===== config.mk =====
export PLATFORM = sky130hd
export DESIGN_NAME = flow_mux_top
export DESIGN_NICKNAME = d
export VERILOG_FILES = /design/src/design/flow_mux_pkg.sv /design/src/design/flow_arb_lru.sv /design/src/design/flow_mux_lru.sv /design/src/design/mux_regs.sv /design/src/design/flow_mux_top.sv
export SDC_FILE = /design/constraint.sdc
export NUM_CORES = 1
export LEC_CHECK = 0
export BUFFER_PORTS_ARGS = -buffer_cell sky130_fd_sc_hd__buf_2
export CORE_MARGIN = 2
export CORE_UTILIZATION = 25
export DETAILED_ROUTE_END_ITERATION = 8
export PLACE_DENSITY_LB_ADDON = 0.05
export SLEW_MARGIN = 40
export SYNTH_ARGS = -nofsm -noshare
export SYNTH_HDL_FRONTEND = slang
export SYNTH_SLANG_ARGS = --single-unit
export TNS_END_PERCENT = 100

===== constraint.sdc =====
create_clock -name clk -period 3.5 [get_ports clk]
set_input_delay 0.525 -clock clk [delete_from_list [all_inputs] [get_ports clk]]
set_output_delay 0.525 -clock clk [all_outputs]
set_load 0.05 [all_outputs]

===== src/design/flow_mux_pkg.sv =====
// ----------------------------------------------------------------------
// Shared defaults and register map for the flow-controlled LRU mux.
// Import with a wildcard in the module header of any block that needs
// the default widths or the register address encoding.
// ----------------------------------------------------------------------

`default_nettype none

package flow_mux_pkg;

  // ----------------------------------------------------------------------
  // Default sizes, overridden from the top level
  // ----------------------------------------------------------------------

  // Number of requesters behind the mux
  parameter int num_req_dflt = 4;
  // Width of one data word
  parameter int data_w_dflt = 16;
  // Width of each grant counter, wraps at this size
  parameter int count_w_dflt = 8;

  // ----------------------------------------------------------------------
  // Register port
  // ----------------------------------------------------------------------

  parameter int cfg_addr_w = 4;
  // Also caps the requester count at 16, one enable bit each
  parameter int cfg_data_w = 16;

  // Register addresses
  // Counter i sits at reg_count0 + i, read only
  typedef enum logic [cfg_addr_w-1:0] {
    reg_enable = 4'd0,
    reg_clear  = 4'd1,
    reg_count0 = 4'd2
  } reg_addr_e;

endpackage : flow_mux_pkg

`default_nettype wire


===== src/design/flow_arb_lru.sv =====
// ----------------------------------------------------------------------
// Least-recently-used arbiter with ready-valid flow control.
// Grants one valid requester per cycle from a priority order and moves
// the served index to the back of that order on each pop handshake.
// ----------------------------------------------------------------------

`timescale 1ns/1ns
`default_nettype none

module flow_arb_lru import flow_mux_pkg::*; #(
  // At least 2
  parameter int num_req = num_req_dflt
) (
  input  logic               clk,
  input  logic               arst_n,
  input  logic [num_req-1:0] push_valid,
  output logic [num_req-1:0] push_ready,
  input  logic               pop_ready,
  output logic               pop_valid,
  // Onehot0 grant, not gated by pop_ready
  output logic [num_req-1:0] grant
);

  localparam int idx_w = (num_req > 1) ? $clog2(num_req) : 1;

  // ----------------------------------------------------------------------
  // Recency state
  // ----------------------------------------------------------------------

  // Position 0 is the most preferred requester
  // The last position holds the one served most recently
  logic [idx_w-1:0] order_q [num_req];
  logic [idx_w-1:0] order_d [num_req];

  // Position in the order of the winning requester
  logic [idx_w-1:0] grant_pos;
  logic             grant_found;
  logic             handshake;

  // ----------------------------------------------------------------------
  // Grant selection
  // ----------------------------------------------------------------------

  // Walk the order from the front
  // First valid requester found wins
  always_comb begin
    grant_found = 1'b0;
    grant_pos   = '0;
    grant       = '0;
    for (int p = 0; p < num_req; p++) begin
      if (!grant_found && push_valid[order_q[p]]) begin
        grant_found        = 1'b1;
        grant_pos          = idx_w'(p);
        grant[order_q[p]]  = 1'b1;
      end
    end
  end

  // Any valid request yields a grant
  assign pop_valid = grant_found;

  // Only the winner sees the consumer's ready
  assign push_ready = grant & {num_req{pop_ready}};

  assign handshake = pop_valid & pop_ready;

  // ----------------------------------------------------------------------
  // Order update
  // ----------------------------------------------------------------------

  // Entries behind the winner move up one place
  // Winner drops to the back, entries in front keep their place
  always_comb begin
    order_d = order_q;
    for (int p = 0; p < num_req - 1; p++) begin
      if (p >= int'(grant_pos)) begin
        order_d[p] = order_q[p+1];
      end
    end
    order_d[num_req-1] = order_q[grant_pos];
  end

  // Reset order is requester 0 first through num_req-1 last
  // Order only moves on a completed transfer, so back-pressure freezes it
  always_ff @(posedge clk or negedge arst_n) begin
    if (!arst_n) begin
      for (int p = 0; p < num_req; p++) begin
        order_q[p] <= idx_w'(p);
      end
    end else if (handshake) begin
      order_q <= order_d;
    end
  end

endmodule : flow_arb_lru

`default_nettype wire


===== src/design/flow_mux_lru.sv =====
// ----------------------------------------------------------------------
// Flow-controlled mux with LRU arbitration, zero latency push to pop.
// Wraps the LRU arbiter, steers the granted word to the pop port and
// reports each pop handshake to the register block.
// ----------------------------------------------------------------------

`timescale 1ns/1ns
`default_nettype none

module flow_mux_lru import flow_mux_pkg::*; #(
  parameter int num_req = num_req_dflt,
  parameter int data_w  = data_w_dflt,
  localparam int idx_w  = (num_req > 1) ? $clog2(num_req) : 1
) (
  input  logic                            clk,
  input  logic                            arst_n,
  input  logic [num_req-1:0]              push_valid,
  output logic [num_req-1:0]              push_ready,
  input  logic [num_req-1:0][data_w-1:0]  push_data,
  input  logic                            pop_ready,
  output logic                            pop_valid,
  output logic [data_w-1:0]               pop_data,
  output logic                            grant_fire,
  output logic [idx_w-1:0]                grant_idx
);

  // Ungated onehot0 grant from the arbiter
  logic [num_req-1:0] grant;

  flow_arb_lru #(
    .num_req (num_req)
  ) i_arb (
    .clk        (clk),
    .arst_n     (arst_n),
    .push_valid (push_valid),
    .push_ready (push_ready),
    .pop_ready  (pop_ready),
    .pop_valid  (pop_valid),
    .grant      (grant)
  );

  // ----------------------------------------------------------------------
  // Grant index and data select
  // ----------------------------------------------------------------------

  // Onehot0 to binary, zero when nothing is granted
  always_comb begin
    grant_idx = '0;
    for (int i = 0; i < num_req; i++) begin
      if (grant[i]) begin
        grant_idx = idx_w'(i);
      end
    end
  end

  // Word of the winner, held steady while the consumer stalls
  assign pop_data = push_data[grant_idx];

  // One pulse per transfer for the grant counters
  assign grant_fire = pop_valid & pop_ready;

endmodule : flow_mux_lru

`default_nettype wire


===== src/design/mux_regs.sv =====
// ----------------------------------------------------------------------
// Register block beside the LRU mux: requester enable mask plus one
// grant counter per requester. Plain write and read strobes, read data
// returns one cycle after the read strobe.
// ----------------------------------------------------------------------

`timescale 1ns/1ns
`default_nettype none

module mux_regs import flow_mux_pkg::*; #(
  parameter int num_req = num_req_dflt,
  parameter int count_w = count_w_dflt,
  localparam int idx_w  = (num_req > 1) ? $clog2(num_req) : 1
) (
  input  logic                  clk,
  input  logic                  arst_n,
  input  logic                  cfg_wr,
  input  logic                  cfg_rd,
  input  reg_addr_e             cfg_addr,
  input  logic [cfg_data_w-1:0] cfg_wdata,
  output logic [cfg_data_w-1:0] cfg_rdata,
  output logic                  cfg_rvalid,
  input  logic                  grant_fire,
  input  logic [idx_w-1:0]      grant_idx,
  output logic [num_req-1:0]    enable
);

  logic [num_req-1:0] enable_q;
  logic [count_w-1:0] count_q [num_req];
  logic               clear;
  logic [cfg_data_w-1:0] rd_data;

  // ----------------------------------------------------------------------
  // Write decode
  // ----------------------------------------------------------------------

  assign clear = cfg_wr && (cfg_addr == reg_clear);

  // Mask starts all ones so every requester is live out of reset
  always_ff @(posedge clk or negedge arst_n) begin
    if (!arst_n) begin
      enable_q <= '1;
    end else if (cfg_wr && (cfg_addr == reg_enable)) begin
      enable_q <= cfg_wdata[num_req-1:0];
    end
  end

  assign enable = enable_q;

  // ----------------------------------------------------------------------
  // Grant counters
  // ----------------------------------------------------------------------

  // Clear beats a grant in the same cycle
  // Counters wrap at count_w bits
  always_ff @(posedge clk or negedge arst_n) begin
    if (!arst_n) begin
      for (int i = 0; i < num_req; i++) begin
        count_q[i] <= '0;
      end
    end else if (clear) begin
      for (int i = 0; i < num_req; i++) begin
        count_q[i] <= '0;
      end
    end else if (grant_fire) begin
      count_q[grant_idx] <= count_q[grant_idx] + 1'b1;
    end
  end

  // ----------------------------------------------------------------------
  // Read path
  // ----------------------------------------------------------------------

  // Clear register and unknown addresses read as zero
  always_comb begin
    int cnt_sel;
    cnt_sel = int'(cfg_addr) - int'(reg_count0);
    rd_data = '0;
    if (cfg_addr == reg_enable) begin
      rd_data[num_req-1:0] = enable_q;
    end
    for (int i = 0; i < num_req; i++) begin
      if (cnt_sel == i) begin
        rd_data[count_w-1:0] = count_q[i];
      end
    end
  end

  // Read data is captured on the strobe and held until the next read
  always_ff @(posedge clk) begin
    if (cfg_rd) begin
      cfg_rdata <= rd_data;
    end
  end

  // One-cycle qualifier for cfg_rdata
  always_ff @(posedge clk or negedge arst_n) begin
    if (!arst_n) begin
      cfg_rvalid <= 1'b0;
    end else begin
      cfg_rvalid <= cfg_rd;
    end
  end

endmodule : mux_regs

`default_nettype wire


===== src/design/flow_mux_top.sv =====
// ----------------------------------------------------------------------
// Top level of the LRU mux subsystem. Gates the requesters with the
// enable mask from the register block and sets the sizes for both.
// ----------------------------------------------------------------------

`timescale 1ns/1ns
`default_nettype none

module flow_mux_top import flow_mux_pkg::*; #(
  parameter int num_req = num_req_dflt,
  parameter int data_w  = data_w_dflt,
  parameter int count_w = count_w_dflt
) (
  input  logic                            clk,
  input  logic                            arst_n,
  // Requester side
  input  logic [num_req-1:0]              push_valid,
  output logic [num_req-1:0]              push_ready,
  input  logic [num_req-1:0][data_w-1:0]  push_data,
  // Consumer side
  input  logic                            pop_ready,
  output logic                            pop_valid,
  output logic [data_w-1:0]               pop_data,
  // Register port
  input  logic                            cfg_wr,
  input  logic                            cfg_rd,
  input  reg_addr_e                       cfg_addr,
  input  logic [cfg_data_w-1:0]           cfg_wdata,
  output logic [cfg_data_w-1:0]           cfg_rdata,
  output logic                            cfg_rvalid
);

  localparam int idx_w = (num_req > 1) ? $clog2(num_req) : 1;

  logic [num_req-1:0] enable;
  logic [num_req-1:0] mux_push_valid;
  logic [num_req-1:0] mux_push_ready;
  logic               grant_fire;
  logic [idx_w-1:0]   grant_idx;

  // Disabled requesters are invisible to the arbiter and never see ready
  assign mux_push_valid = push_valid & enable;
  assign push_ready     = mux_push_ready & enable;

  flow_mux_lru #(
    .num_req (num_req),
    .data_w  (data_w)
  ) i_mux (
    .clk        (clk),
    .arst_n     (arst_n),
    .push_valid (mux_push_valid),
    .push_ready (mux_push_ready),
    .push_data  (push_data),
    .pop_ready  (pop_ready),
    .pop_valid  (pop_valid),
    .pop_data   (pop_data),
    .grant_fire (grant_fire),
    .grant_idx  (grant_idx)
  );

  mux_regs #(
    .num_req (num_req),
    .count_w (count_w)
  ) i_regs (
    .clk        (clk),
    .arst_n     (arst_n),
    .cfg_wr     (cfg_wr),
    .cfg_rd     (cfg_rd),
    .cfg_addr   (cfg_addr),
    .cfg_wdata  (cfg_wdata),
    .cfg_rdata  (cfg_rdata),
    .cfg_rvalid (cfg_rvalid),
    .grant_fire (grant_fire),
    .grant_idx  (grant_idx),
    .enable     (enable)
  );

endmodule : flow_mux_top

`default_nettype wire


## Word level (Yosys, flattened, before mapping)

Cells that the tools add are included.
Widths: inputs -> output; s select.

- Word-level logic and storage cells: 108
- Output and inout bits: 38
- Register bits after elaboration: 53

- Reduce and logical (&&, ||, !) cells: 19
- Bitwise gates (word level): 9
- Add/subtract/negate cells: 2
- Equality and inequality tests: 4
- Muxes and demuxes: 48
- $lt $le $gt $ge: 15

Operators with widths:

| cell | number |
|---|---|
| $eq 32x3->1 const B | 2 |
| $mux 32 | 2 |
| $mux 8 | 7 |
| $bmux 16 s2 | 1 |
| $bwmux 32 | 1 |
| $eq 32x2->1 const B | 1 |
| $logic_not 32->1 | 1 |
| $mux 4 | 5 |
| $bmux 8 s2 | 1 |
| $demux 8 s2 | 1 |
| $mux 16 | 1 |
| $lt 2x3->1 const B | 5 |
| $mux 1 | 14 |
| $and 4x4->4 | 3 |
| $mux 2 | 6 |
| $or 4x4->4 | 3 |
| $logic_and 1x1->1 | 10 |
| $add 8x1->8 const B | 1 |
| $bmux 1 s2 | 4 |
| $demux 1 s2 | 4 |
| $ge 2x1->1 const B | 4 |
| $ge 3x3->1 const B | 2 |
| $not 2->3 | 2 |
| $reduce_and 2->1 | 3 |
| other kinds (10) | 13 |

## Logic depth before layout (Yosys ltp)

- Depth in word-level cells: 24
- Mapped depth: 14

## Hierarchy

A second synthesis with hierarchy kept.

- Cell total of the unflattened synthesis: 367
- Area, all modules: 3722.3 um^2

Modules (own cells, without submodules):

| module | area an instance (um^2) | cells each | instances |
|---|---|---|---|
| mux_regs | 2446.1 | 213 | 1 |
| flow_arb_lru | 785.8 | 84 | 1 |
| flow_mux_lru | 440.4 | 62 | 1 |
| flow_mux_top | 50.0 | 8 | 1 |

## Worst setup path before layout

Ideal clock, no wire load.

- Kind: input port to output port
- From: input port push_valid[3]
- To: output port push_ready[3]
- Buffers on the path: 4
- Arrival time: 2987 ps
- Data required time: 2975 ps
- Path slack: -12 ps
- Stages: 10
- Cells stage by stage: and2_1 -> mux4_2 -> nand2b_1 -> buf_6 -> o22ai_2 -> buf_6 -> clkbuf_1 -> nand3_1 -> inv_1 -> clkbuf_1

- Word-level cells in the longest chain between the ends: 15

Ends and longest elaborated chain:

| what | line | source |
|---|---|---|
| from (decl) | flow_mux_top.sv:17 | `input logic [num_req-1:0] push_valid,` |
| $and 4x4->4 * | flow_mux_top.sv:42 | `assign mux_push_valid = push_valid & enable;` |
| $bmux 1 s2 | flow_arb_lru.sv:51 | `if (!grant_found && push_valid[order_q[p]]) begin` |
| $mux 1 (not written as such) | flow_arb_lru.sv:51 |  |
| $mux 1 | flow_arb_lru.sv:51 |  |
| $logic_not 1->1 | flow_arb_lru.sv:51 |  |
| $logic_and 1x1->1 | flow_arb_lru.sv:51 |  |
| $mux 1 | flow_arb_lru.sv:51 |  |
| $logic_not 1->1 | flow_arb_lru.sv:51 |  |
| $logic_and 1x1->1 | flow_arb_lru.sv:51 |  |
| $mux 1 | flow_arb_lru.sv:51 |  |
| $logic_not 1->1 | flow_arb_lru.sv:51 |  |
| $logic_and 1x1->1 | flow_arb_lru.sv:51 |  |
| $mux 4 * | flow_arb_lru.sv:51 |  |
| $and 4x4->4 * | flow_arb_lru.sv:63 | `assign push_ready = grant & {num_req{pop_ready}};` |
| $and 4x4->4 * | flow_mux_top.sv:43 | `assign push_ready = mux_push_ready & enable;` |
| to (decl) | flow_mux_top.sv:18 | `output logic [num_req-1:0] push_ready,` |

Mark *: on every way between the ends. The rest lies on a longest branch, timed or not. The select of a mux whose other input is x is not followed.

## Worst setup path after layout

- From: register i_regs.enable_q[2], in the netlist i_regs.enable[2]
- To: output port pop_data[8]

- Word-level cells in the longest chain between the ends: 18

Ends and longest elaborated chain:

| what | line | source |
|---|---|---|
| from (decl) | mux_regs.sv:28 | `logic [num_req-1:0] enable_q;` |
| from (signal assigned) | mux_regs.sv:44 | `enable_q <= cfg_wdata[num_req-1:0];` |
| $and 4x4->4 * | flow_mux_top.sv:42 |  |
| $bmux 1 s2 | flow_arb_lru.sv:51 |  |
| $mux 1 (not written as such) | flow_arb_lru.sv:51 |  |
| $mux 1 | flow_arb_lru.sv:51 |  |
| $logic_not 1->1 | flow_arb_lru.sv:51 |  |
| $logic_and 1x1->1 | flow_arb_lru.sv:51 |  |
| $mux 1 | flow_arb_lru.sv:51 |  |
| $logic_not 1->1 | flow_arb_lru.sv:51 |  |
| [2 not listed] | -- |  |
| $logic_not 1->1 | flow_arb_lru.sv:51 |  |
| $logic_and 1x1->1 | flow_arb_lru.sv:51 |  |
| $mux 4 * | flow_arb_lru.sv:51 |  |
| $mux 1 | flow_mux_lru.sv:50 | `if (grant[i]) begin` |
| $mux 2 | flow_mux_lru.sv:50 |  |
| $mux 2 * | flow_mux_lru.sv:50 |  |
| $bmux 16 s2 * | flow_mux_lru.sv:57 | `assign pop_data = push_data[grant_idx];` |
| $mux 16 (not written as such) * | flow_mux_lru.sv:57 |  |
| to (decl) | flow_mux_top.sv:23 | `output logic [data_w-1:0] pop_data,` |

Marked as above.

==> summary.txt <==
Global route
  – First-pass GRT wire length: 20900 um
  – Antenna violations before repair: 0
  – Pin count of the biggest net entering global routing: 29
  – Vias in the first global route: 3661
  – Global-route usage over all layers: 0.181
  – Overall overflow remaining after global route: 0

Detailed routing
  – Final wirelength: 14100 um
  – Routed length on met2: 7020 um
  – Final routed wire length divided by cell count: 18.5 um
  – Antenna Nets Post-Route: 0
  – Detailed-route vias per instance: 5.01
  – Met3 wire length: 443 um
  – Number of iterations in the first detailed-routing pass: 8
  – WL met1: 6550 um
  – Count of routing violations after the opening detailed-route iteration: 259
  – Count of vias placed by the detailed router: 3818
  – Number of design rule violations left after detail routing: 0
  – Highest Signal Layer: met4

Layout
  – Synth-to-layout area growth: 49.8%
  – Fraction of layout instances using a drive strength above 1: 0.445
  – Fill cell instance count of the final layout: around 1.4k
  – Seq. cell area: 1380 um^2
  – End-of-flow core utilization: 0.384
  – Net total in the final layout: 676
  – Multi-input gate area: between 2000 and 2500 um^2
  – # diodes: 0

CTS
  – Quantity of hold-fixing buffers added after cts: 0
  – Clock sink count: 53
  – Deepest clock path buffer count: 2
  – Worst-skew pair later-pin latency: 0.30 ns
  – Num CTS Buffers: 5
  – Clock-pin transition on the worst setup and hold timing paths: 0.07 ns
  – H-Tree Depth: 2
  – Root buffer cell: sky130_fd_sc_hd__clkbuf_16
  – TritonCTS clock tree: built

Synth
  – Simple-gate share of the synthesized area: 0.214
  – Area share of the largest cell type after synthesis: 0.259
  – Share of the synthesized netlist area taken by xor and xnor gates: 0.0123
  – Combinational family with the most area after synthesis: compound AO/OA/AOI/OAI gates
  – Fraction of registers with async set/reset: 0.849
  – #FFs+latches synth: 53
  – Complex-gate fraction of the synthesized area: 0.231
  – Gate Count Post-Synth: around 410
  – Avg Cell Area, Syn: 8.70 um^2
  – Mux contribution to synthesized area: 0.0749
  – Synthesized-area fraction occupied by adder cells: 0.00700
  – Library cell occupying the most area in the post-synthesis netlist: sky130_fd_sc_hd__dfrtp_1
  – Area contributors post-synth: sky130_fd_sc_hd__dfrtp_1 (26%), sky130_fd_sc_hd__nand2_1 (7.2%), sky130_fd_sc_hd__edfxtp_1 (6.7%)
  – Post-synth EDFFs: 8
  – Post-synthesis cell area: 3570 um^2
  – Unique cell type count in the Yosys netlist: just over 60
  – Warnings, synthesis: 0
  – Fraction of the yosys area taken by sequential cells: 0.385
  – Most common flop cell mapped by yosys: sky130_fd_sc_hd__dfrtp_1

Timing
  – Unrepaired setup endpoints after global routing: yes
  – Upper clock frequency limit: 288 MHz
  – Final setup vio count: 0
  – Worst slew slack as a fraction of its limit: 0.561
  – Setup Skew: approximately 0.006 ns
  – Max Slew Vio Count: 0
  – Final Hold Viols: 0
  – Final period utilization: 0.993
  – Minimum clock period: roughly 3.5 ns
  – Pin slew with the least headroom to its limit: 0.659 ns
  – Hold slack final: 0.248 ns

Worst setup path
  – Critical-path cell list: nand2_4 -> mux4_2 -> a41oi_2 -> o22ai_4 -> buf_12 -> buf_8 -> nor3_4 -> buf_6 -> buf_6 -> nand2_1 -> nand2_1 -> buf_6
  – Kind of launch point of the worst setup path: flip-flop
  – Capturing instance or port of the critical path: pop_data[8]
  – Largest stage delay, worst path: 0.57 ns
  – Startpoint of the worst-slack reg-to-reg timing path: i_regs.enable[2]$_DFFE_PN1P_
  – Launch point of the critical path: i_regs.enable[2]$_DFFE_PN1P_
  – Critical Path End Type: primary output
  – FF-to-FF path depth: 11
  – Worst reg-to-reg setup slack: 0.05 ns
  – Highest net fanout along the worst path: 5
  – CP arrival: 2.95 ns
  – Family of cells with the greatest summed delay on the critical path: buffers and inverters
  – Kind of critical path: flip-flop to primary output
  – Stages on worst setup path: 12
  – Cell occurring most often along the worst timing path: sky130_fd_sc_hd__buf_6
  – Max stage delay cell, worst path: sky130_fd_sc_hd__dfstp_2
  – CP Data Required Time: a little under 3 ns
  – Terminus of the critical flop-to-flop path: i_regs.count_q[22]$_DFFE_PN0P_
  – Critical path buffer and inverter count: 5

Place
  – Port bufs: 110
  – Weighted congestion reported at the end of routability-driven placement: a little over 0.8
  – Final HPWL DP: 10200 um

Status
  – Status: completed

Floorplan
  – Floorplan die height: 124 um
  – Horizontal die dimension: 124 um
  – Standard cell core area: approximately 14000 um^2
  – Effective utilization at floorplan: 0.257
  – Io pins: 131
  – Die outline area: 15300 um^2
  – Total number of placement rows: 43

Power
  – Share of total power in combinational logic: 0.413
  – Pwr per Cell Area: approximately 400 nW/um^2
  – Relative contribution of sequential cells to total power: 0.344
  – Switching Fraction: 0.354
  – Proportion of power drawn by the clock network: 0.243
  – Psw: ~760 uW
  – Leakage: 0.00248 uW
  – Peak ir drop on the vdd network: 209 uV
  – Cell Int Power: 1380 uW

Hold path
  – Worst min path class: input pin to asynchronous set/reset pin

Run
  – Maximum Capacitance Violations: 0
## power groups by stage
stage	clock, uW	combinational [uW]	sequential [uW]
6_report	520	885	736
5_1_grt	567	960	744
4_1_cts	537	814	733
3_5_place_dp	0	756	744
3_3_place_gp	0	755	744
2_1_floorplan	0	384	758
## placed cells by master (no fill, tap or decap), types with 11 or more instances in the layout
master and instances:
sky130_fd_sc_hd__buf_4 66, sky130_fd_sc_hd__a21oi_1 31, sky130_fd_sc_hd__buf_2 94, sky130_fd_sc_hd__inv_1 24
sky130_fd_sc_hd__nand2_1 50, sky130_fd_sc_hd__o21ai_0 22, sky130_fd_sc_hd__nand2_2 17, sky130_fd_sc_hd__nor2_1 26
sky130_fd_sc_hd__a222oi_1 21, sky130_fd_sc_hd__buf_6 15, sky130_fd_sc_hd__mux2i_1 11, sky130_fd_sc_hd__nand3_1 16
sky130_fd_sc_hd__buf_8 12, sky130_fd_sc_hd__dfrtp_1 37
## synth_stat cells, drive strengths merged (2+ instances only)
master and n:
nand2 72, dfrtp 37, a21oi 31, nor2 26, inv 25, o21ai 23
a222oi 21, clkbuf 20, nand3 20, buf 13, mux2i 11, dfstp 8
edfxtp 8, nand2b 8, a211oi 6, mux2 6, nand4 5, o22ai 5
a21o 4, and2 4, mux4 4, or4 4, a221oi 3, a22o 3
a41oi 3, and3 3, nor2b 3, nor4 3, o221ai 3, o31a 3
xor2 3, and4 2, ha 2, nor3 2, nor3b 2, xnor2 2
## worst min-delay path by stage
stage	start	endpoint	slack, ns	cells after the start
global placement	i_regs.count_q[16]$_DFFE_PN0P_	i_regs.count_q[16]$_DFFE_PN0P_	0.53	2
floorplan	arst_n	i_mux.i_arb.order_q[2]$_DFFE_PN0P_	0.23	0
CTS	arst_n	i_mux.i_arb.order_q[6]$_DFFE_PN0P_	0.27	1
finish	arst_n	i_mux.i_arb.order_q[6]$_DFFE_PN0P_	0.25	1
global route	arst_n	i_mux.i_arb.order_q[6]$_DFFE_PN0P_	0.31	1
detailed placement	i_regs.count_q[25]$_DFFE_PN0P_	i_regs.count_q[25]$_DFFE_PN0P_	0.54	2
## cells by family (layout without fill, tap and decap cells)
kind of cell	count (synthesis)	in the layout
muxes	21	21
buffers and inverters	58	222
xor gates and xnor gates	5	5
DFF	53	53
adders and majority gates	2	2
other	1	8
and+or+nand+nor	158	158
AOI/OAI and AO/OA	113	113
## stage by stage
stage	worst slack, ns	setup TNS [ns]	cells	instance area, um^2	total power, uW
after CTS	-0.00139	-0.00139	754	5000	2080
after global placement	-0.219	-2.36	740	4710	1500
after detailed placement	-0.219	-2.62	740	4710	1500
final	0.0243	0	762	5360	2140
after floorplan	0.0180	0	418	3600	1140
after global routing	-0.109	-2.15	762	5360	2270
## routing by layer
metal / GRT usage / vias to the layer above
li1: - / 1840
met1: 0.259 / 1905
met2: 0.291 / 65
met3: 0.0353 / 8
met4: 0.0249 / 0
met5: 0 / -
## sequential cells by signal, summed over array words and instances, names as in the netlist
signal / cells
i_mux.i_arb.order_q: 8
i_regs.cfg_rdata: 8
i_regs.cfg_rvalid: 1
i_regs.count_q: 32
i_regs.enable: 4
## what timing repair did
| item | in CTS | in global routing |
|---|---|---|
| resized for setup | 30 | 69 |
| pin swaps | 8 | 27 |
| setup endpoints to repair | 25 | 41 |
| cloned | 1 | 2 |
| buffers inserted | 5 | 8 |
## area by class of cell
class	count	area share
inverter	25	0.0175
timing repair buffer	189	0.254
tap	180	0.0421
clock buffer	8	0.0273
sequential	53	0.257
multi-input combinational	307	0.402
No activity file was read; power rests on OpenSTA's default activity.
